--- src/common/bpu_cfg_pkg.sv ---
package bpu_cfg_pkg;

    localparam int xlen = 32;
    localparam int hist_len = 16;            // global history depth

    // bimodal base table, indexed by pc[9:1]
    localparam int bimodal_entries = 512;

    // tagged tables
    localparam int tage_entries = 256;       // index is pc[7:0] ^ history slice
    localparam int tag_width = 10;           // pc[17:8] ^ history
    localparam int partial_tag_bits = 6;     // upper tag bits compared on lookup

    // target buffer, indexed by pc[9:2]
    localparam int btb_entries = 256;
    localparam int btb_tag_width = 22;       // pc[31:10]

    // return stack
    localparam int ras_depth = 64;
    localparam int ras_ptr_width = 7;        // one extra bit so a full stack fits

    // rv32 opcodes used by the classifier
    localparam logic [6:0] op_branch = 7'b1100011;
    localparam logic [6:0] op_jal = 7'b1101111;
    localparam logic [6:0] op_jalr = 7'b1100111;

    // link registers
    localparam logic [4:0] reg_ra = 5'd1;
    localparam logic [4:0] reg_t0 = 5'd5;

endpackage

--- src/common/bpu_types_pkg.sv ---
package bpu_types_pkg;

    typedef logic [bpu_cfg_pkg::xlen-1:0] addr_t;
    typedef logic [bpu_cfg_pkg::hist_len-1:0] hist_t;
    typedef logic [1:0] ctr_t;               // 2-bit saturating counter

    // which table gave the direction
    typedef enum logic [1:0] {
        prov_bimodal,
        prov_short,
        prov_long
    } provider_e;

    typedef enum logic [2:0] {
        kind_none,
        kind_branch,
        kind_jal,
        kind_jalr,
        kind_ret
    } inst_kind_e;

    typedef struct packed {
        addr_t pc;
        addr_t inst;
    } fetch_req_t;

    typedef struct packed {
        logic      is_cti;
        logic      taken;
        addr_t     next_pc;
        provider_e provider;
        hist_t     hist;        // history snapshot used for this lookup
    } prediction_t;

    // resolved control transfer from execute
    typedef struct packed {
        logic      valid;
        logic      taken;
        logic      mispredict;
        logic      is_ret;
        addr_t     pc;
        addr_t     target;
        hist_t     hist;
        provider_e provider;
    } ex_update_t;

    typedef struct packed {
        logic      taken;
        provider_e provider;
    } dir_lookup_t;

    typedef struct packed {
        logic  hit;
        addr_t target;
    } btb_lookup_t;

    typedef struct packed {
        logic  valid;
        addr_t target;
    } ras_lookup_t;

endpackage

--- src/hdl/ras.sv ---
`timescale 1ns/1ps

module ras (
    input  logic                       clk,
    input  logic                       rst,
    input  logic                       push_i,
    input  bpu_types_pkg::addr_t       push_addr_i,
    input  bpu_types_pkg::ex_update_t  upd_i,
    input  logic                       stall_i,
    output bpu_types_pkg::ras_lookup_t look_o
);
    import bpu_cfg_pkg::*;
    import bpu_types_pkg::*;

    addr_t                    stack_q [ras_depth];
    logic [ras_ptr_width-1:0] ptr_q;                    // next free slot
    logic [ras_ptr_width-1:0] top_ptr;
    logic [ras_ptr_width-1:0] ptr_popped;
    logic                     do_pop;
    logic                     do_push;

    assign do_pop = upd_i.valid && upd_i.taken && upd_i.is_ret && !stall_i && (ptr_q != '0);
    assign ptr_popped = do_pop ? ptr_q - 1'b1 : ptr_q;

    // push lands on the slot left after any pop this cycle
    assign do_push = push_i && !stall_i && (ptr_popped < ras_ptr_width'(ras_depth));

    assign top_ptr = ptr_q - 1'b1;

    always_comb begin
        if (push_i) begin
            look_o.valid = 1'b1;
            look_o.target = push_addr_i;                // call and return in flight together
        end else if (ptr_q != '0) begin
            look_o.valid = 1'b1;
            look_o.target = stack_q[top_ptr[ras_ptr_width-2:0]];
        end else begin
            look_o.valid = 1'b0;
            look_o.target = push_addr_i;
        end
    end

    always_ff @(posedge clk or posedge rst) begin
        if (rst) begin
            ptr_q <= '0;
        end else if (do_push) begin
            ptr_q <= ptr_popped + 1'b1;
        end else begin
            ptr_q <= ptr_popped;
        end
    end

    always_ff @(posedge clk) begin
        if (do_push) begin
            stack_q[ptr_popped[ras_ptr_width-2:0]] <= push_addr_i;
        end
    end

    a_ptr_in_range: assert property (
        @(posedge clk) disable iff (rst)
        ptr_q <= ras_ptr_width'(ras_depth)
    );

    // an empty stack can only grow
    a_no_underflow: assert property (
        @(posedge clk) disable iff (rst)
        (ptr_q == '0) |=> (ptr_q <= ras_ptr_width'(1))
    );

endmodule

--- config.mk ---
export PLATFORM = sky130hd
export DESIGN_NAME = ras
export DESIGN_NICKNAME = d
export VERILOG_FILES = /design/src/common/bpu_cfg_pkg.sv /design/src/common/bpu_types_pkg.sv /design/src/hdl/ras.sv
export SDC_FILE = /design/constraint.sdc
export NUM_CORES = 2
export LEC_CHECK = 0
export ABC_AREA = 1
export BUFFER_PORTS_ARGS = -buffer_cell sky130_fd_sc_hd__buf_4
export CELL_PAD_IN_SITES_DETAIL_PLACEMENT = 1
export CELL_PAD_IN_SITES_GLOBAL_PLACEMENT = 1
export CORE_ASPECT_RATIO = 0.7
export CORE_MARGIN = 4
export CORE_UTILIZATION = 55
export CTS_CLUSTER_SIZE = 8
export DETAILED_ROUTE_END_ITERATION = 12
export PLACE_DENSITY_LB_ADDON = 0.2
export SETUP_SLACK_MARGIN = 0.2
export SYNTH_ARGS = -nofsm -noshare
export SYNTH_HDL_FRONTEND = slang
export SYNTH_SLANG_ARGS = --single-unit
--- constraint.sdc ---
create_clock -name clk -period 15.3 [get_ports clk]
set_clock_uncertainty 0.2 [all_clocks]
set_input_delay 3.06 -clock clk [delete_from_list [all_inputs] [get_ports clk]]
set_output_delay 3.06 -clock clk [all_outputs]
set_load 0.02 [all_outputs]
==> summary.md <==
| Metric | Value |
|---|---|
| CP required | 12040 ps |
| H-tree depth | 5 |
| Critical path's largest stage delay | about 920 ps |
| Least-Margin Pin Slew | 1280 ps |
| Clk Latency, worst-skew pair | 900 ps |
| Peak VDD IR | just under 0.0003 V |
| Core Box Area | 148000 µm² |
| Initial antenna violation count | 11 |
| Final Slew Violations | 0 |
| Pre-antenna DRT Iters | 8 |
| Top cells by area, synth | edfxtp_1 (75%), nand3_1 (12%), nand2_1 (9.8%) |
| CP Capture Type | primary output |
| Syn nets | 6928 |
| CP Buf/Inv Count | 5 |
| Setup Buffers After CTS | 0 |
| Reg clk slew, reported paths | 50 ps |
| Leading cell type in the layout, fill and taps excluded | nand2_1 |
| Detailed-route via count | between 50000 and 60000 |
| Share of the yosys chip area belonging to registers | 0.749 |
| Final Hold Fails | 0 |
| Hold crit path type | register to register |
| Slowest CP cell | buf_4 |
| Setup tns final | 0 ps |
| Root Buffer | clkbuf_16 |
| DRT antenna net count | 0 |
| Die ar. | 156000 µm² |
| Total CTS buffers | 306 |
| Netlist cell types | 25 |
| Synth Cell Area | about 82000 µm² |
| Yosys top cell area share | 0.747 |
| WHS | 404 ps |
| Leak | 32.5 nW |
| Gr usage total | 0.338 |
| Tcrit/Tclk final | 0.673 |
| Tmin final | 10290 ps |
| Reg-to-Reg Start | ptr_q[0] |
| Hpwl dp | 131 mm |
| Clk buf depth | 4 |
| Avg WL per Cell | 30.0 µm |
| Post-CTS resize count | 0 |
| Mean Syn Cell Area | about 12 µm² |
| CP cell instances | inv_8 -> ha_4 -> inv_8 -> buf_12 -> buf_4 -> nand3_1 -> nand3_1 -> nand3_1 -> nand3_1 -> nand3_1 -> nand3_1 -> nand2_1 -> buf_4 |
| Startpoint Class | register |
| Die width | 471 µm |
| Warnings from Yosys | 0 |
| Row cnt | 118 |
| Hold Crit Start | ptr_q[6] |
| I/O pins | approximately 160 |
| CTS hold repair buffers | 0 |
| Max-Cap Viols | 0 |
| Via density | 6.54 |
| FF+latch count, synth | 2055 |
| CTS tree | yes |
| Fill cell count | about 14000 |
| CP Launch Point | ptr_q[0] |
| Critical Path AT | 7030 ps |
| Chip height | 332 µm |
| Grt ovf | 0 |
| Number of global-route vias before repair | 61100 |
| Fin nets | 6976 |
| Critical path peak fanout | 145 |
| Pin count of the biggest net entering global routing | 201 |
| Largest area contributor in the netlist | edfxtp_1 |
| Pwr Density | 216 nW/µm² |
| Iter 0 DRT Violations | 7575 |
| CTS sink cnt | 2055 |
| CP Class | register to primary output |
| Final WL | 266 mm |
| F_max | between 0.09 and 0.1 GHz |
| Final setup vio count | 0 |
| GP Congestion | just over 0.8 |
| Port-buffer cells | 71 |
| Worst path top cell family by delay | buffers and inverters |
| Most frequent CP cell | nand3_1 |
| Status | finished, final reports clean |
| DR DRC count | 0 |
| Synth Instances | 6804 |
| Most frequent cells in the layout | nand2_1 (2149), edfxtp_1 (2048), nand3_1 (2021) |
| Fraction of layout cells with a size suffix above 1 | 0.0863 |
| Unrepaired setup endpoints after global routing | false |
| Worst slew margin | 0.146 |
| Starting Density | 0.555 |
| P&R area growth vs syn | 12.9% |
| First-pass GRT wire length | a little under 400 mm |
path summary, 6_finish.rpt:
path / endpoint / slack [ps] / depth (start not counted)
worst max-delay path: look_o[11] / 5010 / 13
min in group asynchronous: ptr_q[6] / 1930 / 2
max in group asynchronous: ptr_q[0] / 12710 / 2
worst min register to register: ptr_q[6] / 400 / 2
worst max register to register: stack_q[13][15] / 8930 / 10
worst min-delay path: ptr_q[6] / 400 / 2
sequential cells by signal, indices dropped and copies added (netlist names):
register	flops
ptr_q	7
stack_q	2048
cell families (layout without fill, tap and decap cells):
logic type | count (synthesis) | after routing | synth area share
buffers and inverters | 474 | 555 | 0.0243
and+or+nand+nor | 4259 | 4259 | 0.225
DFF | 2055 | 2055 | 0.749
other | 0 | 6 | 0
adders and majority gates | 2 | 2 | 0.000304
xor gates and xnor gates | 5 | 5 | 0.000714
AOI/OAI and AO/OA | 9 | 9 | 0.000638
per-layer routing:
layer  vias to the layer above  global-route usage  wire [µm]  share of wire
li1                      24300                   -          -              -
met1                     29700               0.466     105000           0.39
met4                         8               0.134      10000          0.038
met5                         -                   0         54        0.00020
met2                      3337               0.536     126000           0.47
met3                       687              0.0689      25600          0.096
report_power, final:
| part | leakage [nW] | internal (W) | switching (W) |
|---|---|---|---|
| clock network | 3.90 | 0.00358 | 0.00228 |
| registers | 18.5 | 0.00629 | 0.0000548 |
| logic | 10.1 | 0.00195 | 0.00595 |
metrics by stage:
stage | setup slack, ps | power [W] | instances | area, µm² | util
CTS | 5080 | 0.0200 | 8865 | 93000 | 0.627
floorplan | 8160 | 0.0112 | 6804 | 82400 | -
global route | 4740 | 0.0210 | 8865 | 93000 | 0.627
detailed placement | 6030 | 0.0140 | 8524 | 85100 | 0.573
global placement | 6120 | 0.0137 | 8524 | 85100 | 0.573
finish | 5010 | 0.0201 | 8871 | 93000 | 0.627
synthesized netlist by cell type:
cell type / instances
a21oi_1: 2
xor2_2: 2
buf_1: 60
o21ai_2: 2
dfrtp_1: 7
inv_1: 19
o21ai_1: 4
nor3_1: 1
inv_2: 6
nor2_4: 1
nand3_1: 2021
o21ai_0: 1
and2b_1: 1
xor2_1: 3
buf_2: 180
clkbuf_1: 209
nor3_2: 1
ha_1: 2
or2_2: 1
nor2_1: 78
nor2_8: 1
nand3_2: 1
nand4_1: 1
edfxtp_1: 2048
nand2_1: 2152
worst min-delay path, delay by kind of cell (launching register included):
family / cells / cell delay, ps
DFF: 1 / 340
AOI/OAI and AO/OA: 1 / 110
and+or+nand+nor: 1 / 100
area by class of cell:
type,count,area [µm²],area share
diodes,6,15.0,0.000161
repair buffers,189,1530,0.0165
well taps,1980,2480,0.0266
clock buffers,335,7890,0.0849
clock inverters,6,60.1,0.000646
multi-input cells,4275,19200,0.207
inverters,25,118,0.00126
flip-flops and latches,2055,61700,0.663
No activity file was read; power rests on OpenSTA's default activity.
